==> src/common/gem_csc_pkg.sv <==
// gem_csc_pkg: shared coordinate types, detector ranges, bus structs and table formulas
package gem_csc_pkg;

   typedef logic [7:0] pad_t;      // gem pad 0-191
   typedef logic [2:0] roll_t;     // gem eta partition 0-7
   typedef logic [2:0] clsize_t;   // 0 means one pad
   typedef logic [9:0] xky_t;      // eighth-strip key
   typedef logic [6:0] wire_t;     // csc wiregroup

   localparam int    PAD_DEPTH     = 256;   // full pad address space
   localparam int    ROLL_DEPTH    = 8;
   localparam int    MAX_PAD       = 191;
   localparam wire_t MAX_WIRE      = 7'd47;
   localparam xky_t  ME1B_XKY_MIN  = 10'd0;
   localparam xky_t  ME1B_XKY_MAX  = 10'd511;
   localparam xky_t  ME1A_XKY_MIN  = 10'd512;
   localparam xky_t  ME1A_XKY_MAX  = 10'd895;
   localparam xky_t  ME1B_XKY_NONE = 10'd896;  // me1b window when cluster sits in me1a
   localparam xky_t  ME1A_XKY_NONE = 10'd224;  // me1a window when cluster sits in me1b
   localparam roll_t ME1A_ROLL     = 3'd7;     // only this roll reaches me1a

   typedef struct packed {
      logic        vpf;
      roll_t       roll;
      pad_t        pad;
      clsize_t     size;
      logic [13:0] raw;   // untouched cluster word
   } gem_cluster_t;

   typedef struct packed {
      logic       evenchamber;
      logic       match_en;
      logic       me1a_en;
      logic       me1b_en;
      logic [4:0] delta_hs;     // window in halfstrips
      logic [2:0] delta_wire;   // window in wiregroups
   } match_cfg_t;

   typedef struct packed { xky_t lo; xky_t hi; } xky_pair_t;
   typedef struct packed { wire_t lo; wire_t hi; } wire_pair_t;

   typedef struct packed {
      wire_t wire_lo, wire_hi, wire_mi;
      xky_t  me1b_lo, me1b_hi, me1b_mi;
      xky_t  me1a_lo, me1a_hi, me1a_mi;
   } csc_window_t;

   // stand-in mapping, even chambers run mirrored in pad
   function automatic xky_t pad_to_me1b_xky(input logic even, input int p);
      int pc;
      pc = (p > MAX_PAD) ? MAX_PAD : p;   // top of address space repeats pad 191
      return xky_t'(even ? (8 * (MAX_PAD - pc)) / 3 : (8 * pc) / 3);
   endfunction

   function automatic xky_t pad_to_me1a_xky(input logic even, input int p);
      int pc;
      pc = (p > MAX_PAD) ? MAX_PAD : p;
      return xky_t'(even ? 512 + 2 * (MAX_PAD - pc) : 512 + 2 * pc);
   endfunction

   function automatic wire_t roll_to_wire_lo(input logic even, input int r);
      return wire_t'(even ? 6 * (7 - r) : 6 * r);
   endfunction

   function automatic wire_t roll_to_wire_hi(input logic even, input int r);
      int w;
      w = int'(roll_to_wire_lo(even, r)) + 7;
      return (w > int'(MAX_WIRE)) ? MAX_WIRE : wire_t'(w);   // last roll runs off the chamber
   endfunction

endpackage

==> src/hw/cluster_match_ctrl.sv <==
// cluster_match_ctrl: delays the cluster to the table latency and decides region and valid
`timescale 1ns/1ps

module cluster_match_ctrl (
   input  logic                      logic_clock,
   input  logic                      rst,
   input  gem_csc_pkg::match_cfg_t   cfg,
   input  gem_csc_pkg::gem_cluster_t cluster_in,
   output gem_csc_pkg::gem_cluster_t cluster_out,
   output logic                      in_me1a,   // 1 me1a, 0 me1b
   output logic                      valid
);
   import gem_csc_pkg::*;

   gem_cluster_t cluster_q;   // aligned with table read data

   always_ff @(posedge logic_clock) begin
      if (rst) begin
         cluster_q <= '0;
      end else begin
         cluster_q <= cluster_in;   // new cluster every clock
      end
   end

   assign cluster_out = cluster_q;

   // me1a only reachable from the last roll, and only if enabled
   assign in_me1a = (cluster_q.roll == ME1A_ROLL) && cfg.me1a_en;

   // disabled region turns the cluster invalid
   assign valid = cluster_q.vpf
                  && cfg.match_en
                  && (cfg.me1b_en || in_me1a);

   // roll 7 with me1a off falls back to me1b
   // and then needs me1b_en like any other roll

endmodule

==> config.mk <==
export PLATFORM = sky130hd
export DESIGN_NAME = cluster_match_ctrl
export DESIGN_NICKNAME = d
export VERILOG_FILES = /design/src/common/gem_csc_pkg.sv /design/src/hw/cluster_match_ctrl.sv
export SDC_FILE = /design/constraint.sdc
export NUM_CORES = 1
export LEC_CHECK = 0
export ABC_AREA = 1
export BUFFER_PORTS_ARGS = -buffer_cell sky130_fd_sc_hd__buf_2
export CORE_MARGIN = 2
export CORE_UTILIZATION = 32
export DETAILED_ROUTE_END_ITERATION = 16
export HOLD_SLACK_MARGIN = 0.08
export PLACE_DENSITY = 0.79
export SYNTH_ARGS = -nofsm -noshare
export SYNTH_HDL_FRONTEND = slang
export SYNTH_SLANG_ARGS = --single-unit
==> constraint.sdc <==
create_clock -name logic_clock -period 0.8 [get_ports logic_clock]
set_input_delay 0.12 -clock logic_clock [delete_from_list [all_inputs] [get_ports logic_clock]]
set_output_delay 0.12 -clock logic_clock [all_outputs]
set_load 0.02 [all_outputs]
==> impl_metrics.py <==
metrics = {
    "outcome": {
        "status": "finished with violations",
        "failed_checks": "setup timing",
    },
    "finish": {
        "seqCellArea_um2": 624,
        "final_layout_size_suffix_gt1_frac": 0.544,
        "multi_input_area_um2": 154,
        "n_antenna_cell": 0,
        "fin_area_um2": 1780,
        "final_core_util": 0.712,
        "largest_reg_flops": 29,
        "final_nets": 237,
        "area_delta_synth_final_pct": 110,
        "stdcell_count": 225,
        "fillers": 199,
    },
    "power": {
        "peakVddDrop_mv": 1.41,
        "seq_power_share": 0.532,
        "p_sw_frac": 0.258,
        "p_total_w": 0.00295,
        "netSwitchingPower_w": 0.000760,
        "pwr-share-comb": 0.191,
        "clockPowerShare": 0.277,
        "powerDensity_nw_per_um2": 1660,
        "internal_power_w": 0.00219,
        "leakage_nw": 0.957,
    },
    "synth": {
        "yosys_register_bits": 29,
        "synth.cell_area_um2": 848,
        "synthTopCellsByArea": "dfxtp_1 68%, nor2_1 14%, inv_1 13%, buf_6 2.7%, nand2_1 1.3%",
        "async_flop_share": 0,
        "synth_seq_area_share": 0.684,
        "synth_ff_type": "dfxtp_1",
        "synthCells": 96,
        "synth_top_area_frac": 0.684,
        "synth_edf_count": 0,
        "yosysUniqueCellTypes": 6,
        "yosysTopAreaCell": "dfxtp_1",
        "ys_warn_count": 0,
        "syn-mean-instance-area_um2": 8.84,
        "synth.most_common_cell": "nor2_1",
        "synth_nets": 139,
        "synth_top_cells_by_count": "32 x nor2_1, 29 x dfxtp_1, 29 x inv_1",
    },
    "grt": {
        "antenna_found_initial": 0,
        "grt_max_degree": 30,
        "grt_pass1_wl_um": 4160,
        "gr-total-overflow": 0,
        "grt_pass1_vias": 982,
        "grt_use_total": 0.184,
    },
    "setup_path": {
        "endpoint_kind": "primary output",
        "start_kind": "flop",
        "crit_required_ns": 0.68,
        "crit_type": "reg2out",
        "crit_arrival_ns": 1.09,
        "worst-path-max-fanout": 2,
    },
    "floorplan": {
        "start_util": 0.339,
        "ios": 74,
        "die_w_um": 55.5,
        "die_area_um2": 3080,
        "die_height_um": 55.5,
        "rows": 18,
        "coreArea_um2": 2500,
    },
    "clock_tree": {
        "numClockSinks": 29,
        "cts_tree": "yes",
        "cts_buffer_depth": 2,
        "cts_buffers": 5,
        "cts_root_buf": "clkbuf_4",
        "cts_setup_buffers": 0,
        "htree_levels": 2,
        "path_clk_slew_ns": 0.08,
    },
    "route": {
        "vias": 899,
        "drtIter0Drc": 10,
        "ant_nets": 0,
        "viasPerCell": 4.00,
        "wirelength_um": 2580,
        "wire_per_inst_um": 11.5,
        "dr.pass1.iters": 3,
        "drc": 0,
    },
    "timing": {
        "report.final.slew_viol_count": 0,
        "post-route-min-period_ns": 1.21,
        "setup_ws_ns": -0.406,
        "worstMarginPinSlew_ns": 0.129,
        "max_clock_freq_mhz": 829,
        "rsz0062_at_grt": "true",
        "fin_crit_sh": 1.51,
        "slew_headroom": 0.914,
        "final-setup-viol-count": 31,
        "hold_viol_final": 0,
    },
    "min_path": {
        "hold_class": "in2reg",
    },
    "placement": {
        "io_buffer_count": 64,
        "dp_hpwl_um": 1290,
        "gp_congestion": 0.654,
        "dp_cells": 188,
        "placedInstanceArea_um2": 1220,
        "place_ws_ns": -0.0885,
    },
    "run": {
        "drv_cap": 0,
    },
}
per-layer routing:
layer,vias up,track usage,share of wire
met4,0,0.143,0.055
li1,453,-,-
met2,43,0.371,0.60
met5,-,0,0
met3,14,0.0562,0.060
met1,389,0.137,0.29
critical path, cell delays in order, from the launching register on:
cell and delay, ns:
dfxtp_4 0.37, nand2_4 0.05, nor2_4 0.10, nor2_2 0.04, nor2_2 0.09, buf_6 0.12
repair_timing:
action                                  in CTS  in global routing
endpoints found under the hold margin       29                  0
hold buffers                                29                  0
resized for setup                           83                  2
endpoints found under the setup margin      31                 31
pin swaps                                    3                  0
cell usage in the layout, fill, tap and decap left out:
cell / count
buf_2: 35
dfxtp_4: 3
nand2_2: 1
nor2_4: 1
inv_1: 29
dlygate4sd3_1: 29
clkbuf_1: 1
clkbuf_4: 5
clkinv_2: 2
nand2_1: 1
buf_12: 1
buf_4: 2
nand2_4: 1
nor2_2: 2
nor2_1: 29
dfxtp_2: 26
buf_6: 27
layout make-up:
class,instances,share of cell area
Tap cell,30,0.0211
Inverter,29,0.0611
Sequential cell,29,0.351
Timing Repair Buffer,94,0.452
Clock inverter,2,0.00562
Multi-Input combinational cell,35,0.0864
Clock buffer,6,0.0232
stage by stage:
stage / hold WS [ns] / setup TNS, ns
final: 0.165 / -3.24
after global routing: 0.163 / -4.72
after CTS: 0.155 / -3.78
after detailed placement: 0.324 / -0.0885
after global placement: 0.318 / -0.0756
after floorplan: 0.217 / -0.210
kinds of logic after synthesis:
kind of cell,Yosys count,share of synthesized area
AND/OR/NAND/NOR,35,0.155
buffers and inverters,32,0.161
flip-flops,29,0.684
power by group through the flow:
stage          clock (W)  sequential (W)  combinational (W)
2_1_floorplan          0         0.00167          0.0000899
5_1_grt         0.000944         0.00158           0.000606
6_report        0.000816         0.00157           0.000564
3_5_place_dp           0         0.00157           0.000358
4_1_cts         0.000851         0.00157           0.000555
3_3_place_gp           0         0.00157           0.000352
final timing paths:
path,startpoint,end,slack (ns),cells past startpoint
max,cluster_out[25]$_SDFF_PP0_,valid,-0.41,5
min,rst,cluster_out[27]$_SDFF_PP0_,0.16,3
No activity file was read; power rests on OpenSTA's default activity.
