**src/common/gem_csc_pkg.sv**
```systemverilog
// gem_csc_pkg: shared coordinate types, detector ranges, bus structs and table formulas
package gem_csc_pkg;

   typedef logic [7:0] pad_t;      // gem pad 0-191
   typedef logic [2:0] roll_t;     // gem eta partition 0-7
   typedef logic [2:0] clsize_t;   // 0 means one pad
   typedef logic [9:0] xky_t;      // eighth-strip key
   typedef logic [6:0] wire_t;     // csc wiregroup

   localparam int    PAD_DEPTH     = 256;   // full pad address space
   localparam int    ROLL_DEPTH    = 8;
   localparam int    MAX_PAD       = 191;
   localparam wire_t MAX_WIRE      = 7'd47;
   localparam xky_t  ME1B_XKY_MIN  = 10'd0;
   localparam xky_t  ME1B_XKY_MAX  = 10'd511;
   localparam xky_t  ME1A_XKY_MIN  = 10'd512;
   localparam xky_t  ME1A_XKY_MAX  = 10'd895;
   localparam xky_t  ME1B_XKY_NONE = 10'd896;  // me1b window when cluster sits in me1a
   localparam xky_t  ME1A_XKY_NONE = 10'd224;  // me1a window when cluster sits in me1b
   localparam roll_t ME1A_ROLL     = 3'd7;     // only this roll reaches me1a

   typedef struct packed {
      logic        vpf;
      roll_t       roll;
      pad_t        pad;
      clsize_t     size;
      logic [13:0] raw;   // untouched cluster word
   } gem_cluster_t;

   typedef struct packed {
      logic       evenchamber;
      logic       match_en;
      logic       me1a_en;
      logic       me1b_en;
      logic [4:0] delta_hs;     // window in halfstrips
      logic [2:0] delta_wire;   // window in wiregroups
   } match_cfg_t;

   typedef struct packed { xky_t lo; xky_t hi; } xky_pair_t;
   typedef struct packed { wire_t lo; wire_t hi; } wire_pair_t;

   typedef struct packed {
      wire_t wire_lo, wire_hi, wire_mi;
      xky_t  me1b_lo, me1b_hi, me1b_mi;
      xky_t  me1a_lo, me1a_hi, me1a_mi;
   } csc_window_t;

   // stand-in mapping, even chambers run mirrored in pad
   function automatic xky_t pad_to_me1b_xky(input logic even, input int p);
      int pc;
      pc = (p > MAX_PAD) ? MAX_PAD : p;   // top of address space repeats pad 191
      return xky_t'(even ? (8 * (MAX_PAD - pc)) / 3 : (8 * pc) / 3);
   endfunction

   function automatic xky_t pad_to_me1a_xky(input logic even, input int p);
      int pc;
      pc = (p > MAX_PAD) ? MAX_PAD : p;
      return xky_t'(even ? 512 + 2 * (MAX_PAD - pc) : 512 + 2 * pc);
   endfunction

   function automatic wire_t roll_to_wire_lo(input logic even, input int r);
      return wire_t'(even ? 6 * (7 - r) : 6 * r);
   endfunction

   function automatic wire_t roll_to_wire_hi(input logic even, input int r);
      int w;
      w = int'(roll_to_wire_lo(even, r)) + 7;
      return (w > int'(MAX_WIRE)) ? MAX_WIRE : wire_t'(w);   // last roll runs off the chamber
   endfunction

endpackage

```
**src/hw/xky_window.sv**
```systemverilog
// xky_window: sorts, widens, clamps and centers the me1a and me1b eighth-strip windows
`timescale 1ns/1ps

module xky_window (
   input  gem_csc_pkg::xky_pair_t me1a_keys,   // raw table pair
   input  gem_csc_pkg::xky_pair_t me1b_keys,
   input  logic [4:0]             delta_hs,    // halfstrip window
   input  logic                   in_me1a,
   output gem_csc_pkg::xky_t      me1a_lo,
   output gem_csc_pkg::xky_t      me1a_hi,
   output gem_csc_pkg::xky_t      me1a_mi,
   output gem_csc_pkg::xky_t      me1b_lo,
   output gem_csc_pkg::xky_t      me1b_hi,
   output gem_csc_pkg::xky_t      me1b_mi
);
   import gem_csc_pkg::*;

   // widen downward, never below the region floor
   function automatic xky_t widen_lo(input xky_t k, input xky_t d, input xky_t floor_k);
      return (k > floor_k + d) ? k - d : floor_k;
   endfunction

   // widen upward, never above the region ceiling
   function automatic xky_t widen_hi(input xky_t k, input xky_t d, input xky_t ceil_k);
      return (k + d > ceil_k) ? ceil_k : k + d;
   endfunction

   // rounds up when either end is odd
   function automatic xky_t midpoint(input xky_t lo, input xky_t hi);
      return {1'b0, lo[9:1]} + {1'b0, hi[9:1]} + xky_t'(lo[0] | hi[0]);
   endfunction

   xky_t delta_xky;                   // 4 eighth-strips per halfstrip
   xky_t me1a_min, me1a_max;          // sorted pair
   xky_t me1b_min, me1b_max;

   assign delta_xky = {3'b000, delta_hs, 2'b00};

   // even chambers read the table backwards
   assign me1a_min = (me1a_keys.lo < me1a_keys.hi) ? me1a_keys.lo : me1a_keys.hi;
   assign me1a_max = (me1a_keys.lo > me1a_keys.hi) ? me1a_keys.lo : me1a_keys.hi;
   assign me1b_min = (me1b_keys.lo < me1b_keys.hi) ? me1b_keys.lo : me1b_keys.hi;
   assign me1b_max = (me1b_keys.lo > me1b_keys.hi) ? me1b_keys.lo : me1b_keys.hi;

   // region not hit gets its none code
   assign me1b_lo = in_me1a ? ME1B_XKY_NONE : widen_lo(me1b_min, delta_xky, ME1B_XKY_MIN);
   assign me1b_hi = in_me1a ? ME1B_XKY_NONE : widen_hi(me1b_max, delta_xky, ME1B_XKY_MAX);
   assign me1a_lo = in_me1a ? widen_lo(me1a_min, delta_xky, ME1A_XKY_MIN) : ME1A_XKY_NONE;
   assign me1a_hi = in_me1a ? widen_hi(me1a_max, delta_xky, ME1A_XKY_MAX) : ME1A_XKY_NONE;

   assign me1b_mi = midpoint(me1b_lo, me1b_hi);   // 896 when in me1a
   assign me1a_mi = midpoint(me1a_lo, me1a_hi);   // 224 when in me1b

endmodule

```
**config.mk**
```make
export PLATFORM = sky130hd
export DESIGN_NAME = xky_window
export DESIGN_NICKNAME = d
export VERILOG_FILES = /design/src/common/gem_csc_pkg.sv /design/src/hw/xky_window.sv
export SDC_FILE = /design/constraint.sdc
export NUM_CORES = 1
export LEC_CHECK = 0
export ABC_CLOCK_PERIOD_IN_PS = 9100
export BUFFER_PORTS_ARGS = -buffer_cell sky130_fd_sc_hd__buf_2
export CAP_MARGIN = 20
export CORE_MARGIN = 2
export CORE_UTILIZATION = 54
export DETAILED_ROUTE_END_ITERATION = 8
export MAX_ROUTING_LAYER = met4
export PLACE_DENSITY = 0.93
export SLEW_MARGIN = 20
export SYNTH_ARGS = -nofsm -noshare
export SYNTH_HDL_FRONTEND = slang
export SYNTH_SLANG_ARGS = --single-unit
```
**constraint.sdc**
```tcl
create_clock -name vclk -period 9.1
set_input_delay 0.91 -clock vclk [all_inputs]
set_output_delay 0.91 -clock vclk [all_outputs]
set_load 0.05 [all_outputs]
```
==> flow_summary.json <==
{
  "status": "completed",
  "track_usage": 0.312,
  "vias": 3882,
  "rsz0062_at_grt": "no",
  "hold_end": "me1b_lo[0]",
  "drtIter0Drc": 222,
  "fin_hold_ws_ns": 2.34,
  "synth_top_area_frac": 0.226,
  "grt_use_met1": 0.347,
  "clockBufferCount": 0,
  "cpMostUsedCell": "fa_1",
  "hpwl_mm": 8.30,
  "p_per_area_mw_per_mm2": 176,
  "combPwrFrac": 1.000,
  "grt_first_pass_wirelength_mm": 16.2,
  "post_cts_resized": 0,
  "core-area_mm2": 0.00557,
  "synth_top_area_cell": "ha_1",
  "netlist_instances": 459,
  "critPathRequiredTime_ns": 8.19,
  "seqCellArea_um2": 0,
  "irDropWorstVdd_mv": 0.172,
  "hold_class": "in -> out",
  "relSlewSlack": 0.292,
  "cts_hold_buf": 0,
  "gr-total-overflow": 0,
  "grt_busiest_layer": "met2",
  "port_buffers": 106,
  "dp_cells": 622,
  "tns_ns": 0,
  "post_cts_buffers": 0,
  "p_switching_mw": 0.467,
  "drc": 0,
  "nNetsFinal": 663,
  "insertedDiodeCount": 0,
  "start_util": 0.565,
  "finalHoldViolCount": 0,
  "intPower_mw": 0.188,
  "postSynthAreaPerCell_um2": 6.86,
  "crit_type": "in -> out",
  "cp.buffers_inverters": 4,
  "tightestPinTransition_ns": 1.06,
  "syn2layout_area_growth_pct": 18.0,
  "drt_wl_total_mm": 9.79,
  "cp.arrival_ns": 7.34,
  "power_mw": 0.655,
  "power_frac_clock": 0,
  "first_pass_iters": 5,
  "final_util": 0.667,
  "die_y_um": 80.4,
  "yosysSeqAreaShare": 0,
  "viasPerCell": 6.24,
  "yosysUniqueCellTypes": 56,
  "netlist_area_mm2": 0.00315,
  "p_leak_nw": 1.93,
  "path_delay_family": "compound AO/OA/AOI/OAI gates",
  "switching_share": 0.714,
  "grt_max_degree": 30,
  "seq_cells": 0,
  "layout.cells.non_filler": 622,
  "fp.dieArea_mm2": 0.00646,
  "slowest_delay_ns": 0.80,
  "yosysWarnings": 0,
  "layout-drive-gt1-share": 0.215,
  "die_x_um": 80.4,
  "grt_pass1_vias": 3707,
  "use_met3": 0.0112,
  "pin_count": 106,
  "drt-wirelength-per-cell_um": 15.7,
  "antenna_found_initial": 0,
  "clock.fmax_mhz": 121,
  "cp-startpoint": "me1a_keys[7]",
  "period_minus_slack_ns": 8.25,
  "cp_max_fo": 21,
  "seq_power_share": 0,
  "finalMaxSlewViolations": 0,
  "gp_congestion": 0.932,
  "critPathSlowestCell": "a2111oi_4",
  "syn-num-nets": 570,
  "fin_crit_sh": 0.907,
  "whs_path_depth": 4,
  "startpoint_type": "primary input",
  "setup_viol": 0,
  "fp-row-count": 27,
  "worstHoldStart": "me1b_keys[0]",
  "grtUsageMet2": 0.598,
  "cap_violations": 0,
  "synth.top_cells.by_area": "ha_1 (23%), a21oi_1 (6.8%), o21ai_0 (6.0%), inv_1 (5.5%), fa_1 (5.1%)",
  "worstSetupEndpointType": "output pin",
  "ant_nets": 0
}
## power groups by stage
stage	clock network, mW	registers, mW	logic (mW)
floorplan	0	0	0.516
global placement	0	0	0.641
detailed placement	0	0	0.650
CTS	0	0	0.653
global route	0	0	0.705
finish	0	0	0.655
## placed cells by master (no fill, tap or decap), types with 3 or more instances in the layout
master | Yosys | layout
o21ai_0 | 38 | 38
a31oi_1 | 3 | 3
nor2b_1 | 6 | 6
and4_1 | 4 | 4
o32ai_1 | 3 | 3
o211ai_1 | 4 | 4
and3_1 | 7 | 7
nor2_1 | 31 | 31
xor2_1 | 8 | 8
a21o_1 | 14 | 14
inv_1 | 46 | 46
o22ai_1 | 3 | 3
a211oi_1 | 9 | 9
nor4_1 | 4 | 4
buf_2 | 4 | 106
xnor2_1 | 17 | 17
o31ai_1 | 6 | 6
o21a_1 | 6 | 6
nand2_1 | 40 | 40
nand3_1 | 10 | 10
nand2b_1 | 5 | 5
o21bai_1 | 5 | 5
mux2i_1 | 3 | 3
o31a_1 | 6 | 6
nor3_1 | 17 | 17
o21ai_1 | 3 | 3
nand4_1 | 5 | 5
a21oi_1 | 43 | 43
ha_1 | 57 | 57
fa_1 | 8 | 8
## layer usage
layer	share of wire	vias to the layer above	wire length, um
li1	-	1878	-
met1	0.38	1776	3710
met2	0.52	194	5110
met3	0.069	34	679
met4	0.029	0	284
met5	0	-	0
## metrics by stage
step	cell area (um2)	worst slack (ns)
floorplan	3150	0.0739
global placement	3720	1.03
detailed placement	3720	0.954
CTS	3720	0.925
global route	3720	0.209
finish	3720	0.847
## worst min-delay path, cell delays in order
cell and delay, ns:
buf_2 0.13, a21oi_1 0.13, nor3_1 0.05, buf_2 0.20
## cell usage after synthesis (all sizes together) (2+ instances only)
| library cell | n |
|---|---|
| a2111oi | 2 |
| a211oi | 10 |
| a21boi | 2 |
| a21o | 14 |
| a21oi | 44 |
| a31oi | 3 |
| a41oi | 2 |
| and2 | 2 |
| and3 | 7 |
| and4 | 4 |
| buf | 6 |
| clkbuf | 11 |
| fa | 8 |
| ha | 57 |
| inv | 46 |
| mux2 | 2 |
| mux2i | 3 |
| nand2 | 40 |
| nand2b | 5 |
| nand3 | 10 |
| nand4 | 5 |
| nor2 | 32 |
| nor2b | 6 |
| nor3 | 17 |
| nor4 | 4 |
| o211ai | 4 |
| o21a | 6 |
| o21ai | 42 |
| o21bai | 5 |
| o221ai | 2 |
| o22ai | 3 |
| o311a | 2 |
| o311ai | 2 |
| o31a | 6 |
| o31ai | 6 |
| o32a | 2 |
| o32ai | 3 |
| xnor2 | 17 |
| xor2 | 8 |
## cells by family (layout without fill, tap and decap cells)
logic type | after synthesis | in the layout | synth area share
AOI/OAI and AO/OA | 166 | 166 | 0.350
and+or+nand+nor | 134 | 134 | 0.203
adders and majority gates | 65 | 65 | 0.277
buffers and inverters | 63 | 154 | 0.0767
xor gates and xnor gates | 25 | 25 | 0.0695
muxes | 6 | 6 | 0.0238
## worst max path at each step
stage                 end  slack [ns]  depth (start not counted)
2_1_floorplan  me1b_mi[9]        0.07                         21
3_3_place_gp   me1a_mi[7]        1.03                         24
3_5_place_dp   me1a_mi[8]        0.95                         26
4_1_cts        me1a_mi[8]        0.92                         26
5_1_grt        me1a_mi[8]        0.21                         26
6_report       me1a_mi[8]        0.85                         26
## cell type report
cell class / count / area (um2)
inverters: 46 / 173
repair buffers: 108 / 546
well taps: 72 / 90.1
multi-input cells: 396 / 2910
fillers: 509 / 1860
Power figures use the tool's default switching activity.
