--- config.mk ---
export PLATFORM = sky130hd
export DESIGN_NAME = wire_window
export DESIGN_NICKNAME = d
export VERILOG_FILES = /design/src/common/gem_csc_pkg.sv /design/src/hw/wire_window.sv
export SDC_FILE = /design/constraint.sdc
export NUM_CORES = 1
export LEC_CHECK = 0
export ABC_CLOCK_PERIOD_IN_PS = 6200
export BUFFER_PORTS_ARGS = -buffer_cell sky130_fd_sc_hd__buf_4
export CELL_PAD_IN_SITES_DETAIL_PLACEMENT = 0
export CELL_PAD_IN_SITES_GLOBAL_PLACEMENT = 2
export CORE_MARGIN = 1.5
export CORE_UTILIZATION = 30
export DETAILED_ROUTE_END_ITERATION = 16
export GPL_TIMING_DRIVEN = 0
export PLACE_DENSITY = 0.84
export SLEW_MARGIN = 25
export SYNTH_ARGS = -nofsm -noshare
export SYNTH_HDL_FRONTEND = slang
export SYNTH_SLANG_ARGS = --single-unit
--- constraint.sdc ---
create_clock -name vclk -period 6.2
set_input_delay 0.62 -clock vclk [all_inputs]
set_output_delay 0.62 -clock vclk [all_outputs]
set_load 0.05 [all_outputs]
--- src/common/gem_csc_pkg.sv ---
// gem_csc_pkg: shared coordinate types, detector ranges, bus structs and table formulas
package gem_csc_pkg;

   typedef logic [7:0] pad_t;      // gem pad 0-191
   typedef logic [2:0] roll_t;     // gem eta partition 0-7
   typedef logic [2:0] clsize_t;   // 0 means one pad
   typedef logic [9:0] xky_t;      // eighth-strip key
   typedef logic [6:0] wire_t;     // csc wiregroup

   localparam int    PAD_DEPTH     = 256;   // full pad address space
   localparam int    ROLL_DEPTH    = 8;
   localparam int    MAX_PAD       = 191;
   localparam wire_t MAX_WIRE      = 7'd47;
   localparam xky_t  ME1B_XKY_MIN  = 10'd0;
   localparam xky_t  ME1B_XKY_MAX  = 10'd511;
   localparam xky_t  ME1A_XKY_MIN  = 10'd512;
   localparam xky_t  ME1A_XKY_MAX  = 10'd895;
   localparam xky_t  ME1B_XKY_NONE = 10'd896;  // me1b window when cluster sits in me1a
   localparam xky_t  ME1A_XKY_NONE = 10'd224;  // me1a window when cluster sits in me1b
   localparam roll_t ME1A_ROLL     = 3'd7;     // only this roll reaches me1a

   typedef struct packed {
      logic        vpf;
      roll_t       roll;
      pad_t        pad;
      clsize_t     size;
      logic [13:0] raw;   // untouched cluster word
   } gem_cluster_t;

   typedef struct packed {
      logic       evenchamber;
      logic       match_en;
      logic       me1a_en;
      logic       me1b_en;
      logic [4:0] delta_hs;     // window in halfstrips
      logic [2:0] delta_wire;   // window in wiregroups
   } match_cfg_t;

   typedef struct packed { xky_t lo; xky_t hi; } xky_pair_t;
   typedef struct packed { wire_t lo; wire_t hi; } wire_pair_t;

   typedef struct packed {
      wire_t wire_lo, wire_hi, wire_mi;
      xky_t  me1b_lo, me1b_hi, me1b_mi;
      xky_t  me1a_lo, me1a_hi, me1a_mi;
   } csc_window_t;

   // stand-in mapping, even chambers run mirrored in pad
   function automatic xky_t pad_to_me1b_xky(input logic even, input int p);
      int pc;
      pc = (p > MAX_PAD) ? MAX_PAD : p;   // top of address space repeats pad 191
      return xky_t'(even ? (8 * (MAX_PAD - pc)) / 3 : (8 * pc) / 3);
   endfunction

   function automatic xky_t pad_to_me1a_xky(input logic even, input int p);
      int pc;
      pc = (p > MAX_PAD) ? MAX_PAD : p;
      return xky_t'(even ? 512 + 2 * (MAX_PAD - pc) : 512 + 2 * pc);
   endfunction

   function automatic wire_t roll_to_wire_lo(input logic even, input int r);
      return wire_t'(even ? 6 * (7 - r) : 6 * r);
   endfunction

   function automatic wire_t roll_to_wire_hi(input logic even, input int r);
      int w;
      w = int'(roll_to_wire_lo(even, r)) + 7;
      return (w > int'(MAX_WIRE)) ? MAX_WIRE : wire_t'(w);   // last roll runs off the chamber
   endfunction

endpackage

--- src/hw/wire_window.sv ---
// wire_window: sorts, widens, clamps and centers the wiregroup matching window
`timescale 1ns/1ps

module wire_window (
   input  gem_csc_pkg::wire_pair_t wire_keys,    // raw table pair
   input  logic [2:0]              delta_wire,   // window in wiregroups
   output gem_csc_pkg::wire_t      lo,
   output gem_csc_pkg::wire_t      hi,
   output gem_csc_pkg::wire_t      mi
);
   import gem_csc_pkg::*;

   wire_t w_min, w_max;
   wire_t dw;

   assign dw = {4'b0000, delta_wire};

   // guard against a swapped pair
   assign w_min = (wire_keys.lo < wire_keys.hi) ? wire_keys.lo : wire_keys.hi;
   assign w_max = (wire_keys.lo > wire_keys.hi) ? wire_keys.lo : wire_keys.hi;

   assign lo = (w_min > dw) ? w_min - dw : '0;                 // floor at wiregroup 0
   assign hi = (w_max + dw > MAX_WIRE) ? MAX_WIRE : w_max + dw; // ceiling at 47, no overflow

   // same rounding as the strip midpoints
   assign mi = {1'b0, lo[6:1]} + {1'b0, hi[6:1]} + wire_t'(lo[0] | hi[0]);

endmodule

==> flow_summary.json, run 1 <==
{
  "outcome": "completed",
  "routed_wirelength_mm": 3.34,
  "seq_area_frac_synth_pct": 0,
  "wl_per_cell_um": 13.3,
  "vias_per_cell": 5.12,
  "row_count": 23,
  "startpoint_type": "primary input",
  "crit_buf_inv": 4,
  "p_seq_share_pct": 0,
  "dp.final_hpwl_mm": 2.84,
  "synth-compound-area-share_pct": 33.5,
  "die_x_um": 67.1,
  "synthSimpleGateAreaFrac_pct": 16.7,
  "synth.largest_area_cell": "ha_1",
  "ios": 38,
  "maxClockFrequency_mhz": 168,
  "synth_top_family_by_area": "compound AO/OA/AOI/OAI gates",
  "clock_power_share_pct": 0,
  "setup_tns_ps": 0,
  "syn_to_final_growth_pct": 34.4,
  "crit_cells": 24,
  "route.detailed.drc": 0,
  "cap_violations": 0,
  "vias": 1286,
  "grt_max_degree": 11,
  "hold_ws_ps": 1760,
  "ctsHoldBuffers": 0,
  "final_layout_size_suffix_gt1_share_pct": 35.3,
  "grt_pass1_wl_mm": 5.44,
  "holdPathStages": 4,
  "n_antenna_cell": 0,
  "setup_violations": 0,
  "fin_crit_sh_pct": 96.0,
  "power_frac_comb_pct": 100.0,
  "dr.pass1.iters": 4,
  "final_nets": 242,
  "syn_avg_cell_area_um2": 7.71,
  "hold_viol_final": 0,
  "synth.area.top_cells": "ha_1 (18%), a21oi_1 (6.5%), fa_1 (6.5%)",
  "initial_core_util_pct": 31.1,
  "final_antenna_net_count": 0,
  "pwr_density_cell_nw_per_um2": 357,
  "clkbuf_count": 0,
  "crit_end": "mi[6]",
  "grt_pass1_vias": 1252,
  "synth_top_area_share_pct": 18.3,
  "switching_share_pct": 66.6,
  "crit_chain": "buf_4, inv_1, ha_1, a21oi_2, o21ai_4, o22ai_2, buf_6, mux2_2, ha_1, a21o_1, a21oi_4, o31ai_2, a21boi_2, o32ai_4, o221ai_2, fa_1, fa_1, a21oi_1, nor2_1, nor2_2, nor2b_1, o21ai_0, nand2b_1, buf_4",
  "slowest_delay_ps": 420,
  "yosys_warnings": 0,
  "crit_slowest_cell": "fa_1",
  "layout_common_cells": "buf_4 (41), ha_1 (18), inv_1 (17), a21oi_1 (14), nand2_1 (12)",
  "power_switching_mw": 0.394,
  "crit_start": "wire_keys[4]",
  "hp-class": "in -> out",
  "syn_area_um2": 1230,
  "setup.worst_path.class": "in -> out",
  "finalMaxSlewViolations": 0,
  "synthCells": 160,
  "synthMuxAreaShare_pct": 9.13,
  "yosysUniqueCellTypes": 49,
  "synth-xor-area-share_pct": 8.52,
  "synthAdderAreaFrac_pct": 24.7,
  "crit_family": "compound AO/OA/AOI/OAI gates",
  "final_common_cell": "buf_4",
  "cp-end-kind": "output port",
  "coreArea_um2": 3970,
  "flops_and_latches": 0,
  "sequential_cell_area_um2": 0,
  "grt_usage_pct": 14.9,
  "portBuffers": 37,
  "antenna_found_initial": 0,
  "routabilityCongestion": 0.825,
  "dieArea_um2": 4510,
  "crit_required_ps": 5580,
  "p_leak_nw": 0.779,
  "die_h_um": 67.1,
  "cp.arrival_ps": 5330,
  "finalCriticalPeriod_ps": 5950,
  "grt_overflow_total": 0,
  "crit_fanout": 7,
  "drt-initial-drc-count": 44,
  "peakVddDrop_mv": 0.206,
  "p_int_mw": 0.198
}
-- cell usage after synthesis, drive strengths merged (2+ instances only) --
| cell type | instances |
|---|---|
| xor2 | 4 |
| a211oi | 2 |
| inv | 17 |
| nand2b | 2 |
| mux2i | 4 |
| a21o | 6 |
| a31oi | 2 |
| o21a | 2 |
| or2 | 2 |
| xnor2 | 8 |
| nor2b | 2 |
| mux2 | 5 |
| nor4 | 2 |
| buf | 3 |
| a21oi | 19 |
| o211ai | 2 |
| fa | 4 |
| nand3 | 5 |
| o21ai | 11 |
| ha | 18 |
| nor2 | 12 |
| nand2 | 12 |
-- area by class of cell --
cell class,count,area (um^2)
fill,418,2310
multi-input combinational,141,1210
timing repair buffer,40,300
inverter,17,63.8
tap,50,62.6
buffer,3,23.8
-- per-layer routing --
| metal | wire length (um) | global-route usage, % | vias up |
|---|---|---|---|
| met5 | 0 | 0 | - |
| met4 | 27 | 1.79 | 0 |
| met3 | 97 | 0.169 | 5 |
| met2 | 1690 | 27.7 | 23 |
| met1 | 1530 | 19.7 | 598 |
| li1 | - | - | 660 |
-- tightest hold or removal path, stage by stage --
cell and delay, ps:
buf_4 90, ha_1 180, nor2_1 60, buf_4 180
-- power by group through the flow --
stage                     sequential (mW)  clock (mW)  combinational (mW)
final                                   0           0               0.592
after global routing                    0           0               0.635
after CTS                               0           0               0.586
after detailed placement                0           0               0.582
after global placement                  0           0               0.577
after floorplan                         0           0               0.442
-- logic make-up (layout without fill, tap and decap cells) --
kind of cell | after synthesis | in the layout
other | 1 | 2
and+or+nand+nor | 42 | 42
adders and majority gates | 22 | 22
AOI/OAI and AO/OA | 54 | 54
xor gates and xnor gates | 12 | 12
muxes | 9 | 9
buffers and inverters | 20 | 60
-- worst min-delay path by stage --
stage	start	end	slack [ps]
floorplan	wire_keys[11]	hi[4]	1580
global placement	delta_wire[0]	lo[0]	1760
detailed placement	delta_wire[0]	lo[0]	1770
CTS	delta_wire[0]	lo[0]	1770
global route	delta_wire[0]	lo[0]	1780
finish	delta_wire[0]	lo[0]	1760
-- repair_timing --
action                                  4_1_cts  5_1_grt
endpoints found under the setup margin        1        3
gates resized for setup                       3        4
setup buffers                                 0        3
pin swaps                                     2        2
-- stage by stage --
stage | util, % | total power [mW] | setup slack (ps) | instance area (um^2) | cells
2_1_floorplan | - | 0.442 | 93.9 | 1260 | 161
3_3_place_gp | 40.2 | 0.577 | 12.1 | 1600 | 248
3_5_place_dp | 40.2 | 0.582 | -70.6 | 1600 | 248
4_1_cts | 40.5 | 0.586 | 9.40 | 1610 | 248
5_1_grt | 41.7 | 0.635 | -7.96 | 1660 | 251
6_report | 41.7 | 0.592 | 246 | 1660 | 251
(Power assumes the default switching activity.)
==> run 2: changes to the inputs <==
--- a/config.mk
+++ b/config.mk
@@ -5,7 +5,7 @@
 export SDC_FILE = /design/constraint.sdc
 export NUM_CORES = 1
 export LEC_CHECK = 0
-export ABC_CLOCK_PERIOD_IN_PS = 6200
+export ABC_CLOCK_PERIOD_IN_PS = 6300
 export BUFFER_PORTS_ARGS = -buffer_cell sky130_fd_sc_hd__buf_4
 export CELL_PAD_IN_SITES_DETAIL_PLACEMENT = 0
 export CELL_PAD_IN_SITES_GLOBAL_PLACEMENT = 2
==> constraint.sdc (replaced) <==
create_clock -name vclk -period 6.3
set_input_delay 0.63 -clock vclk [all_inputs]
set_output_delay 0.63 -clock vclk [all_outputs]
set_load 0.05 [all_outputs]
==> run 2 against run 1 <==
Net effect:
- combinational power down 2%
- critical path depth unchanged
- count of clock-buffer cells in the layout is the same
- via count grew 3.0%
- sequential cell count did not move
- cell area decreased by 1.2%
- die area unchanged
- global-route usage hardly changed
- non-clock buffer count unchanged
- power fell by 2.3%
- utilization decreased by 0.50 points
- routed wire length up 0.75%
==> flow_summary.json, run 2 (same netlist as run 1, synthesis figures left out) <==
{
  "final_nets": 242,
  "setup.worst_path.class": "in -> out",
  "crit_fanout": 7,
  "dpl-instance-area_um2": 1590,
  "grt_pass1_wl_mm": 5.35,
  "route.detailed.drc": 0,
  "hold_viol_final": 0,
  "wl_met3_um": 115,
  "wl_met2_mm": 1.73,
  "total_power_mw": 0.578,
  "hold_ws_ps": 1780,
  "highest_layer": "met4",
  "wl_per_cell_um": 13.4,
  "grt_pass1_vias": 1282,
  "design_area_um2": 1640,
  "routed_wirelength_mm": 3.37,
  "antenna_found_initial": 0,
  "slowest_delay_ps": 400,
  "slew_headroom_pct": 65.7,
  "initial_core_util_pct": 31.1,
  "layout_common_cells": "buf_4 (41), ha_1 (18), inv_1 (17), a21oi_1 (14), nand2_1 (12)",
  "crit_chain": "buf_4, inv_1, ha_1, a21oi_2, o21ai_2, o22ai_2, buf_6, mux2_2, ha_1, a21o_1, a21oi_4, o31ai_2, a21boi_2, o32ai_4, o221ai_2, fa_2, fa_1, a21oi_1, nor2_1, nor2_2, nor2b_1, o21ai_1, nand2b_1, buf_4",
  "ios": 38,
  "drt-met1-wl_mm": 1.51,
  "portBuffers": 37,
  "peakVddDrop_mv": 0.158,
  "p_leak_nw": 0.770,
  "pwr_density_cell_nw_per_um2": 353,
  "crit_slowest_cell": "fa_1",
  "vias": 1324,
  "startpoint_type": "primary input",
  "outcome": "completed",
  "finalCriticalPeriod_ps": 5900,
  "final_common_cell": "buf_4",
  "placed_cells": 248,
  "grt_overflow_total": 0,
  "hp-class": "in -> out",
  "setup_tns_ps": 0,
  "fin_crit_sh_pct": 93.6,
  "dieArea_um2": 4510,
  "fin_cells": 251,
  "rsz0062_at_grt": "false",
  "row_count": 23,
  "tightestPinTransition_ps": 513,
  "finalMaxSlewViolations": 0,
  "drt-initial-drc-count": 30,
  "sequential_cell_area_um2": 0,
  "grt_usage_pct": 14.9,
  "grt_max_degree": 11,
  "dp.final_hpwl_mm": 2.95,
  "maxClockFrequency_mhz": 170,
  "flops_and_latches": 0,
  "utilization_pct": 41.2,
  "setup_violations": 0,
  "cp.arrival_ps": 5270,
  "routabilityCongestion": 0.852,
  "final_layout_size_suffix_gt1_share_pct": 35.3,
  "cap_violations": 0,
  "crit_required_ps": 5670,
  "vias_per_cell": 5.27,
  "die_h_um": 67.1,
  "worst_slack_ps": 402,
  "dpl_worst_slack_ps": 76.2,
  "die_x_um": 67.1,
  "cp-end-kind": "output port",
  "n_antenna_cell": 0,
  "ctsHoldBuffers": 0,
  "clkbuf_count": 0,
  "final_antenna_net_count": 0,
  "coreArea_um2": 3970,
  "dr.pass1.iters": 4,
  "syn_to_final_growth_pct": 32.8
}
run 2: cell counts in the layout (fill, tap and decap cells not counted):
No cell type changed its count.
run 2: where the power goes:
group | leakage [nW] | total [mW] | internal (mW) | switching, mW
logic | 0.770 | 0.578 | 0.193 | 0.385
registers | 0 | 0 | 0 | 0
clock network | 0 | 0 | 0 | 0
total | 0.770 | 0.578 | 0.193 | 0.385
run 2: area by class of cell:
class                      count  area [um^2]
buffer                         3         23.8
multi-input combinational    141         1190
fill                         425         2330
timing repair buffer          40          300
inverter                      17         63.8
tap                           50         62.6
run 2: worst paths after layout:
path | to | slack (ps) | cells past startpoint | from
hold / removal | lo[0] | 1780 | 4 | delta_wire[0]
setup / recovery | mi[6] | 400 | 24 | wire_keys[4]
run 2: routing by layer:
metal  GRT usage [%]  up-vias
li1                -      662
met1            18.3      631
met2            29.2       29
met3           0.338        2
met4            1.79        0
met5               0        -
run 2: critical path: cells and delay by family:
kind                     cells  cell delay (ps)
AND/OR/NAND/NOR              4              310
multiplexers                 1              340
buffers and inverters        4              530
adder cells (fa/ha/maj)      4             1410
AO/OA/AOI/OAI               11             2030
run 2: repair_timing:
item,CTS,global route
setup buffers,0,3
endpoints found under the setup margin,0,4
gates resized for setup,0,8
hold endpoints to repair,0,0
