===== src/common/gem_csc_pkg.sv =====
// gem_csc_pkg: shared coordinate types, detector ranges, bus structs and table formulas
package gem_csc_pkg;

   typedef logic [7:0] pad_t;      // gem pad 0-191
   typedef logic [2:0] roll_t;     // gem eta partition 0-7
   typedef logic [2:0] clsize_t;   // 0 means one pad
   typedef logic [9:0] xky_t;      // eighth-strip key
   typedef logic [6:0] wire_t;     // csc wiregroup

   localparam int    PAD_DEPTH     = 256;   // full pad address space
   localparam int    ROLL_DEPTH    = 8;
   localparam int    MAX_PAD       = 191;
   localparam wire_t MAX_WIRE      = 7'd47;
   localparam xky_t  ME1B_XKY_MIN  = 10'd0;
   localparam xky_t  ME1B_XKY_MAX  = 10'd511;
   localparam xky_t  ME1A_XKY_MIN  = 10'd512;
   localparam xky_t  ME1A_XKY_MAX  = 10'd895;
   localparam xky_t  ME1B_XKY_NONE = 10'd896;  // me1b window when cluster sits in me1a
   localparam xky_t  ME1A_XKY_NONE = 10'd224;  // me1a window when cluster sits in me1b
   localparam roll_t ME1A_ROLL     = 3'd7;     // only this roll reaches me1a

   typedef struct packed {
      logic        vpf;
      roll_t       roll;
      pad_t        pad;
      clsize_t     size;
      logic [13:0] raw;   // untouched cluster word
   } gem_cluster_t;

   typedef struct packed {
      logic       evenchamber;
      logic       match_en;
      logic       me1a_en;
      logic       me1b_en;
      logic [4:0] delta_hs;     // window in halfstrips
      logic [2:0] delta_wire;   // window in wiregroups
   } match_cfg_t;

   typedef struct packed { xky_t lo; xky_t hi; } xky_pair_t;
   typedef struct packed { wire_t lo; wire_t hi; } wire_pair_t;

   typedef struct packed {
      wire_t wire_lo, wire_hi, wire_mi;
      xky_t  me1b_lo, me1b_hi, me1b_mi;
      xky_t  me1a_lo, me1a_hi, me1a_mi;
   } csc_window_t;

   // stand-in mapping, even chambers run mirrored in pad
   function automatic xky_t pad_to_me1b_xky(input logic even, input int p);
      int pc;
      pc = (p > MAX_PAD) ? MAX_PAD : p;   // top of address space repeats pad 191
      return xky_t'(even ? (8 * (MAX_PAD - pc)) / 3 : (8 * pc) / 3);
   endfunction

   function automatic xky_t pad_to_me1a_xky(input logic even, input int p);
      int pc;
      pc = (p > MAX_PAD) ? MAX_PAD : p;
      return xky_t'(even ? 512 + 2 * (MAX_PAD - pc) : 512 + 2 * pc);
   endfunction

   function automatic wire_t roll_to_wire_lo(input logic even, input int r);
      return wire_t'(even ? 6 * (7 - r) : 6 * r);
   endfunction

   function automatic wire_t roll_to_wire_hi(input logic even, input int r);
      int w;
      w = int'(roll_to_wire_lo(even, r)) + 7;
      return (w > int'(MAX_WIRE)) ? MAX_WIRE : wire_t'(w);   // last roll runs off the chamber
   endfunction

endpackage


===== src/hw/gem_lut/roll_wire_lut.sv =====
// roll_wire_lut: registered rom from gem roll to the low and high csc wiregroup
`timescale 1ns/1ps

module roll_wire_lut (
   input  logic                    logic_clock,
   input  logic                    even,       // bank select
   input  gem_csc_pkg::roll_t      roll,
   output gem_csc_pkg::wire_pair_t wire_keys
);
   import gem_csc_pkg::*;

   wire_t lo_odd  [ROLL_DEPTH];
   wire_t lo_even [ROLL_DEPTH];
   wire_t hi_odd  [ROLL_DEPTH];
   wire_t hi_even [ROLL_DEPTH];

   initial begin
      for (int i = 0; i < ROLL_DEPTH; i++) begin
         lo_odd[i]  = roll_to_wire_lo(1'b0, i);
         lo_even[i] = roll_to_wire_lo(1'b1, i);
         hi_odd[i]  = roll_to_wire_hi(1'b0, i);
         hi_even[i] = roll_to_wire_hi(1'b1, i);
      end
   end

   // one cycle read, lines up with the pad table
   always_ff @(posedge logic_clock) begin
      if (even) begin
         wire_keys.lo <= lo_even[roll];
         wire_keys.hi <= hi_even[roll];
      end else begin
         wire_keys.lo <= lo_odd[roll];
         wire_keys.hi <= hi_odd[roll];
      end
   end

endmodule


===== config.mk =====
export PLATFORM = sky130hd
export DESIGN_NAME = roll_wire_lut
export DESIGN_NICKNAME = d
export VERILOG_FILES = /design/src/common/gem_csc_pkg.sv /design/src/hw/gem_lut/roll_wire_lut.sv
export SDC_FILE = /design/constraint.sdc
export NUM_CORES = 1
export LEC_CHECK = 0
export BUFFER_PORTS_ARGS = -buffer_cell sky130_fd_sc_hd__buf_2
export CAP_MARGIN = 20
export CORE_AREA = 2 2 39 41
export CTS_CLUSTER_SIZE = 25
export DETAILED_ROUTE_END_ITERATION = 8
export DIE_AREA = 0 0 41 43
export PLACE_DENSITY = 0.72
export SLEW_MARGIN = 0
export SYNTH_ARGS = -nofsm -noshare
export SYNTH_HDL_FRONTEND = slang
export SYNTH_SLANG_ARGS = --single-unit

===== constraint.sdc =====
create_clock -name logic_clock -period 1.05 [get_ports logic_clock]
set_input_delay 0.1575 -clock logic_clock [delete_from_list [all_inputs] [get_ports logic_clock]]
set_output_delay 0.1575 -clock logic_clock [all_outputs]
set_load 0.01 [all_outputs]

==> flow_summary.yaml, run 1 <==
synth:
  synthesis.area_per_instance_um2: 9.77
  synth-seq-cells: 10
  synth_top_area_share_pct: 33.1
  synth.area.top_cells: "dfxtp_1, ha_1, a21oi_2"
  yosysTopAreaCell: "dfxtp_1"
  synth_compound_area_share_pct: 16.7
  synthAdderAreaFrac_pct: 12.4
  synth_simple_gate_area_share_pct: 18.4
  synthDistinctLibCells: 23
  netlist_instances: 62
  syn-cell-area_um2: 606
  yosysSeqAreaShare_pct: 33.1
  synth_top_family_by_area: "simple AND/OR/NAND/NOR gates"
  synthMuxAreaShare_pct: 4.96
  yosys.area_share.xor_xnor_pct: 0
  synth_warnings: 0
sta:
  rsz0062_at_grt: "no"
  setup_viol: 0
  max_freq_ghz: 1.16
  slew_viol_final: 0
  hold_viol: 0
  min_period_ns: 0.859
  period_share_pct: 81.8
clock_network:
  clk_pin_slew_ns: 0.06
  postCtsHoldBufs: 0
  clock-sinks: 10
  cts_inserted_buffers: 3
  h-tree-depth: 1
  tritoncts: "built"
  cts_setup_buffers: 0
  cts_resized: 0
  cts-root-buf: "clkbuf_4"
  clock_path_buffers: 2
final_layout:
  top_register: "wire_keys"
  layout-drive-gt1-share_pct: 41.8
  final_net_count: 92
  utilization_pct: 50.5
  final_cell_area_um2: 698
  largest_registers: "wire_keys (10)"
  final_cell_mix: "buf_2, dfxtp_1, o21ai_1, ha_1, buf_4"
  num_antenna_cells: 0
  final_common_cell: "buf_2"
  area_growth_pct: 15.3
  largest_reg_flops: 10
grt:
  grt_max_degree: 20
  grt_pass1_vias: 389
  grt_pass1_wl_mm: 1.54
  gr-usage-all-layers_pct: 12.9
  grt-ovfl-total: 0
  antenna_found_initial: 0
worst_hold_path:
  hold_depth: 3
  worstHoldEndpoint: "wire_keys[3]"
  worstHoldStart: "roll[2]"
  hold_path_class: "input pin to register"
floorplan:
  die_area_um2: 1760
  row_count: 14
  die_y_um: 43
  die_width_um: 41
  io_pins: 19
  initial_core_util_pct: 43.8
  core_area_um2: 1380
place:
  place_area_um2: 676
  dp_hpwl_um: 777
  portBuffers: 14
  gp_congestion: 0.767
power_and_ir_drop:
  switching_share_pct: 27.4
  p_per_area_nw_per_um2: 1270
  clock_power_share_pct: 28.0
  p_total_mw: 0.886
  p_leak_nw: 0.347
  p_int_mw: 0.644
  p_seq_share_pct: 47.8
  netSwitchingPower_mw: 0.243
  combPwrFrac_pct: 24.1
  vdd_ir_drop_max_uv: 382
job:
  cap_violations: 0
outcome:
  status: "finished, final reports clean"
setup_path:
  critPathRequiredTime_ns: 1.23
  start_kind: "input pin"
  setup.worst_path.end_class: "register"
  arrival_ns: 1.04
  worst-path-max-fanout: 5
  worstSetupPathType: "input pin to register"
route:
  drt-pass1-iter-count: 4
  vias: 455
  drt-vias-per-instance: 4.79
  postRouteAntennaNets: 0
  drt-total-wl_um: 928
  avgRoutedWirePerCell_um: 9.77
  drt-initial-drc-count: 5
  drc: 0
-- metrics by stage --
step | hold WS, ns | worst slack [ns] | TNS [ns] | std cells
3_3_place_gp | 0.467 | -0.0293 | -0.0354 | 92
2_1_floorplan | 0.237 | 0.191 | 0 | 64
6_report | 0.207 | 0.191 | 0 | 95
5_1_grt | 0.230 | 0.139 | 0 | 95
3_5_place_dp | 0.481 | -0.0543 | -0.237 | 92
4_1_cts | 0.212 | 0.190 | 0 | 95
-- final cells by class --
type | instances | area [um2]
Clock buffer | 3 | 22.5
Timing Repair Buffer | 20 | 115
Multi-Input combinational cell | 44 | 333
Inverter | 2 | 7.51
Fill cell | 130 | 686
Tap cell | 16 | 20.0
Sequential cell | 10 | 200
-- cells in the mapped netlist --
cell / number
a21oi_1: 1
a21oi_2: 5
buf_12: 1
buf_4: 5
buf_6: 1
clkbuf_1: 1
conb_1: 2
dfxtp_1: 10
ha_1: 6
inv_1: 2
mux2i_1: 3
nand2_1: 3
nand2_2: 1
nand2b_1: 4
nand2b_4: 1
nand3_1: 2
nand3b_4: 1
nor2_1: 2
nor2_4: 1
nor2b_1: 1
o21ai_1: 7
o21ai_2: 1
o22a_1: 1
-- worst max-delay path: stages --
cell and delay (ns):
buf_2 0.14, inv_1 0.09, ha_1 0.25, nor2_1 0.16, a21oi_1 0.06, mux2i_1 0.17
-- kinds of logic after synthesis --
family          after synthesis
compound gates               15
fa+ha+maj                     6
buf+inv                      10
flops                        10
mux                           3
other cells                   2
simple gates                 16
-- power groups by stage --
stage	sequential, mW	clock, mW	combinational (mW)
after detailed placement	0.432	0	0.216
after floorplan	0.455	0	0.137
final	0.424	0.248	0.214
after CTS	0.425	0.254	0.216
after global placement	0.431	0	0.210
after global routing	0.428	0.270	0.238
-- worst max path at each step --
| stage | from | end | slack, ns | depth (start not counted) |
|---|---|---|---|---|
| after CTS | wire_keys[12] | wire_keys[12] | 0.19 | 1 |
| final | roll[0] | wire_keys[10] | 0.19 | 6 |
| after detailed placement | roll[0] | wire_keys[8] | -0.05 | 5 |
| after global placement | roll[0] | wire_keys[8] | -0.03 | 5 |
| after floorplan | roll[1] | wire_keys[3] | 0.19 | 5 |
| after global routing | roll[0] | wire_keys[10] | 0.14 | 6 |
-- metal layers --
metal	track usage, %	vias up	share of wire (%)
li1	-	233	-
met5	0	-	0
met4	10.0	0	3.3
met2	20.9	18	52
met3	1.57	4	5.7
met1	13.9	200	38
(Power assumes the default switching activity.)
==> inputs of run 2 (changes only) <==
Settings changed: ABC_AREA set to 1, PLACE_DENSITY 0.72 to 0.68.
Clock period 1.05 ns to 0.9 ns, I/O delays scaled along.
==> run 2 against run 1 <==
Compared with the run above: area after synthesis decreased by 9.7%; non-clock buffer count decreased by 2; setup slack worse by 0.12 ns; sequential cell count unchanged; critical path depth down 5; sequential share of layout area grew 1.7 points; clock power increased by 63%; final cell count up 13%; via count grew 6.4%; final area shrank 5.7%; hold slack got worse by 0.0023 ns; critical endpoint is now wire_keys[11]; highest routed layer unchanged.
==> flow_summary.yaml, run 2 <==
floorplan:
  die_area_um2: 1760
  row_count: 14
  initial_core_util_pct: 39.5
  die_width_um: 41
  die_y_um: 43
  core_area_um2: 1380
  io_pins: 19
grt:
  grt_pass1_wl_mm: 1.50
  grt-ovfl-total: 0
  gr-usage-all-layers_pct: 12.6
  antenna_found_initial: 0
  grt_pass1_vias: 388
  grt_max_degree: 12
synth:
  netlist_instances: 74
  yosysTopAreaCell: "dfxtp_1"
  synth_most_common_cell: "nand2_1"
  synthesis.area_per_instance_um2: 7.39
  synth.area.top_cells: "dfxtp_1, nand2_1, ha_1"
  synth_top_cells_by_count: "nand2_1, dfxtp_1, inv_1, ha_1, nand3_1"
  yosysSeqAreaShare_pct: 36.6
  synth_warnings: 0
  synth_edf_count: 0
  syn-cell-area_um2: 547
  synth_ff_type: "dfxtp_1"
  ys_async_sr_fraction_pct: 0
  synth_top_area_share_pct: 36.6
  synthDistinctLibCells: 15
  synth-seq-cells: 10
power_and_ir_drop:
  p_per_area_nw_per_um2: 1690
  vdd_ir_drop_max_uv: 567
  p_leak_nw: 0.374
  p_total_mw: 1.11
sta:
  max_freq_ghz: 1.21
  period_share_pct: 91.7
  tns_ns: 0
  slew_viol_final: 0
  fin_ws_ns: 0.0751
  min_period_ns: 0.825
  setup_viol: 0
  rsz0062_at_grt: "no"
  hold_viol: 0
clock_network:
  cts_setup_buffers: 0
  postCtsHoldBufs: 0
  cts_resized: 0
  h-tree-depth: 1
  cts_inserted_buffers: 3
  clk_pin_slew_ns: 0.07
  tritoncts: "built"
  clock-sinks: 10
  clock_path_buffers: 2
  cts-root-buf: "clkbuf_4"
route:
  postRouteAntennaNets: 0
  drt-vias-per-instance: 4.52
  drc: 0
  drt-initial-drc-count: 9
  drt-total-wl_um: 892
  avgRoutedWirePerCell_um: 8.34
  topRoutingLayerUsed: "met4"
  routed-wl-met2_um: 406
  vias: 484
  drt-pass1-iter-count: 4
  dr_wl_met3_um: 46
  wl_met1_um: 413
final_layout:
  num_antenna_cells: 0
  top_register: "wire_keys"
  final_net_count: 103
  layout-drive-gt1-share_pct: 28.6
  final_cell_mix: "nand2_1, buf_2, dfxtp_1, inv_1"
  utilization_pct: 47.6
  largest_reg_flops: 10
  area_growth_pct: 20.4
  largest_registers: "wire_keys (10)"
  nFillCells: 152
  final_common_cell: "nand2_1"
  regArea_um2: 200
  multi_input_area_um2: 275
setup_path:
  worst-path-buf-inv: 1
  path_cells: "buf_2"
  cp_top_family: "flip-flops"
  start_kind: "register"
  cpPeakStageDelay_ns: 0.31
  crit_path_start: "wire_keys[11]"
  arrival_ns: 0.69
  worstSetupPathType: "register to primary output"
  critPathRequiredTime_ns: 0.76
  slowest_stage: "dfxtp_1"
  setup.worst_path.end_class: "primary output"
  worst-path-max-fanout: 1
worst_hold_path:
  hold_depth: 3
  hold_path_class: "input pin to register"
  worstHoldStart: "even"
  worstHoldEndpoint: "wire_keys[2]"
outcome:
  status: "finished, final reports clean"
place:
  dp_hpwl_um: 709
  gp_congestion: 0.769
  pre_cts_slack_ns: -0.0787
  portBuffers: 14
job:
  cap_violations: 0
## run 2: cell count changes after synthesis, sizes merged
cell and change:
nand3 +4, mux2i -3, nand2 +23, inv +5
o21ai -3, a21oi -4, nand2b -5, buf -1
o22a -1, nor2 -1, nor2b -1, nand3b -1
## run 2: metal layers
metal / vias to the layer above / track usage, %
met5: - / 0
met4: 0 / 8.00
met3: 4 / 3.14
met2: 15 / 18.1
met1: 210 / 15.8
li1: 255 / -
## run 2: metrics by stage
stage	area, um2	hold WS (ns)	instances
floorplan	554	0.291	76
global placement	622	0.468	103
detailed placement	622	0.478	103
CTS	658	0.201	107
global route	658	0.224	107
finish	658	0.205	107
## run 2: worst max path at each step
stage                          to  slack (ns)  depth (start not counted)
finish              wire_keys[11]        0.08                          1
global route         wire_keys[5]        0.04                          1
CTS                  wire_keys[5]        0.07                          1
detailed placement   wire_keys[8]       -0.08                          5
global placement     wire_keys[4]       -0.06                          7
floorplan            wire_keys[2]        0.14                          7
## run 2: cells by family (layout without fill, tap and decap cells)
family	Yosys count	after routing	share of synthesized area (%)
other cells	2	4	1.37
simple gates	35	35	26.8
buf+inv	14	29	14.4
compound gates	7	7	7.09
flops	10	10	36.6
fa+ha+maj	6	6	13.7
## run 2: layout make-up
| cell class | instances | area share [%] |
|---|---|---|
| well taps | 16 | 3.04 |
| inverters | 7 | 3.99 |
| flip-flops and latches | 10 | 30.4 |
| multi-input cells | 52 | 41.8 |
| clock buffers | 4 | 5.51 |
| repair buffers | 18 | 15.2 |
## run 2: power breakdown
part	switching [mW]	leakage, nW	internal [mW]
Combinational	0.127	0.269	0.0844
Sequential	0.00783	0.0842	0.486
Clock	0.158	0.0210	0.246
==> inputs of run 3 (changes only) <==
Settings changed: CELL_PAD_IN_SITES_DETAIL_PLACEMENT set to 1, CELL_PAD_IN_SITES_GLOBAL_PLACEMENT set to 1, CORE_AREA 2 2 39 41 to unset, CORE_UTILIZATION set to 32, CTS_CLUSTER_DIAMETER set to 200, DIE_AREA 0 0 41 43 to unset, PLACE_DENSITY 0.68 to unset, PLACE_DENSITY_LB_ADDON set to 0.1.
==> run 3 against run 2 <==
Compared with the run above: the run now ends with design-rule violations left; largest power group unchanged; critical path depth unchanged; largest cell class unchanged; non-clock buffer count up 1; count of clock-buffer cells in the layout down 1; final area down 0.95%; critical path type unchanged; highest routed layer unchanged; utilization down 5.7 points; sequential cell count unchanged.
==> flow_summary.yaml, run 3 (synthesis results as in run 2) <==
final_layout:
  final_net_count: 104
  num_antenna_cells: 0
  fin_cells: 107
  final_common_cell: "nand2_1"
  largest_reg_flops: 10
  final_cell_mix: "nand2_1, buf_2, dfxtp_1, inv_1"
  area_growth_pct: 19.2
  layout-drive-gt1-share_pct: 28.6
  top_register: "wire_keys"
  largest_registers: "wire_keys (10)"
setup_path:
  cp_top_family: "flip-flops"
  worstSetupPathType: "register to primary output"
  critPathRequiredTime_ns: 0.76
  slowest_stage: "dfxtp_1"
  path_cells: "buf_2"
  worst-path-max-fanout: 1
  arrival_ns: 0.70
  cpPeakStageDelay_ns: 0.31
  worst-path-buf-inv: 1
  setup.worst_path.end_class: "primary output"
  start_kind: "register"
route:
  drt-total-wl_mm: 1.09
  drt-pass1-iter-count: 6
  drc: 4
  drt-initial-drc-count: 7
  vias: 484
  drt-vias-per-instance: 4.52
  postRouteAntennaNets: 0
  avgRoutedWirePerCell_um: 10.2
place:
  portBuffers: 14
  pre_cts_slack_ns: -0.0975
  dp_hpwl_um: 867
  placedCellCount: 104
  gp_congestion: 0.778
clock_network:
  clock-sinks: 10
  tritoncts: "built"
  clk_pin_slew_ns: 0.07
  cts_setup_buffers: 0
  cts_resized: 0
  cts-root-buf: "clkbuf_4"
  postCtsHoldBufs: 0
  cts_inserted_buffers: 3
  clock_path_buffers: 2
  h-tree-depth: 1
sta:
  min_period_ns: 0.838
  setup_viol: 0
  period_share_pct: 93.1
  rsz0062_at_grt: "no"
  slew_viol_final: 0
  fin_ws_ns: 0.0618
  max_freq_ghz: 1.19
  hold_viol: 0
floorplan:
  die_y_um: 43.3
  die_area_um2: 1880
  die_width_um: 43.3
  row_count: 14
  core_area_um2: 1560
  initial_core_util_pct: 35.1
  io_pins: 19
grt:
  grt-ovfl-total: 0
  grt_pass1_vias: 416
  grt_pass1_wl_mm: 1.90
  gr-usage-all-layers_pct: 14.6
  grt_max_degree: 12
  antenna_found_initial: 0
outcome:
  violations: "design-rule violations"
  status: "finished, violations left"
worst_hold_path:
  hold_path_class: "input pin to register"
power_and_ir_drop:
  p_per_area_nw_per_um2: 1570
  vdd_ir_drop_max_uv: 583
  p_leak_nw: 0.371
job:
  cap_violations: 0
[run 3: cell count changes in the layout (fill, tap and decap cells not counted), sizes merged]
cell	previous run	this run
buf	18	19
clkbuf	4	3
[run 3: path summary, 6_finish.rpt]
path | startpoint | endpoint | slack, ns | depth (start not counted)
max | wire_keys[8] | wire_keys[8] | 0.06 | 1
min | even | wire_keys[5] | 0.18 | 2
[run 3: stage by stage]
| stage | hold WS, ns | TNS (ns) | total power, mW | cell area (um2) | util [%] |
|---|---|---|---|---|---|
| finish | 0.183 | 0 | 1.02 | 652 | 41.8 |
| global route | 0.206 | 0 | 1.10 | 652 | 41.8 |
| global placement | 0.479 | -0.334 | 0.726 | 629 | 40.4 |
| CTS | 0.187 | 0 | 1.04 | 652 | 41.8 |
| floorplan | 0.291 | 0 | 0.654 | 554 | - |
| detailed placement | 0.475 | -0.583 | 0.726 | 629 | 40.4 |
[run 3: cell type report]
type                    count  area [um2]
well taps                  16        20.0
clock buffers               3        22.5
inverters                   7        26.3
multi-input cells          52         275
repair buffers             19         108
fillers                   208         907
flip-flops and latches     10         200
[run 3: power by group]
group	leakage (nW)	total, mW	switching, mW	internal, mW
Clock	0.0138	0.307	0.153	0.154
Sequential	0.0842	0.494	0.00811	0.486
Combinational	0.273	0.219	0.131	0.0876
[run 3: metal layers]
metal	track usage [%]	vias to the layer above	wire length, um
li1	-	250	-
met1	19.4	216	519
met2	19.1	16	476
met3	8.75	2	80
met4	5.63	0	13
met5	0	-	0
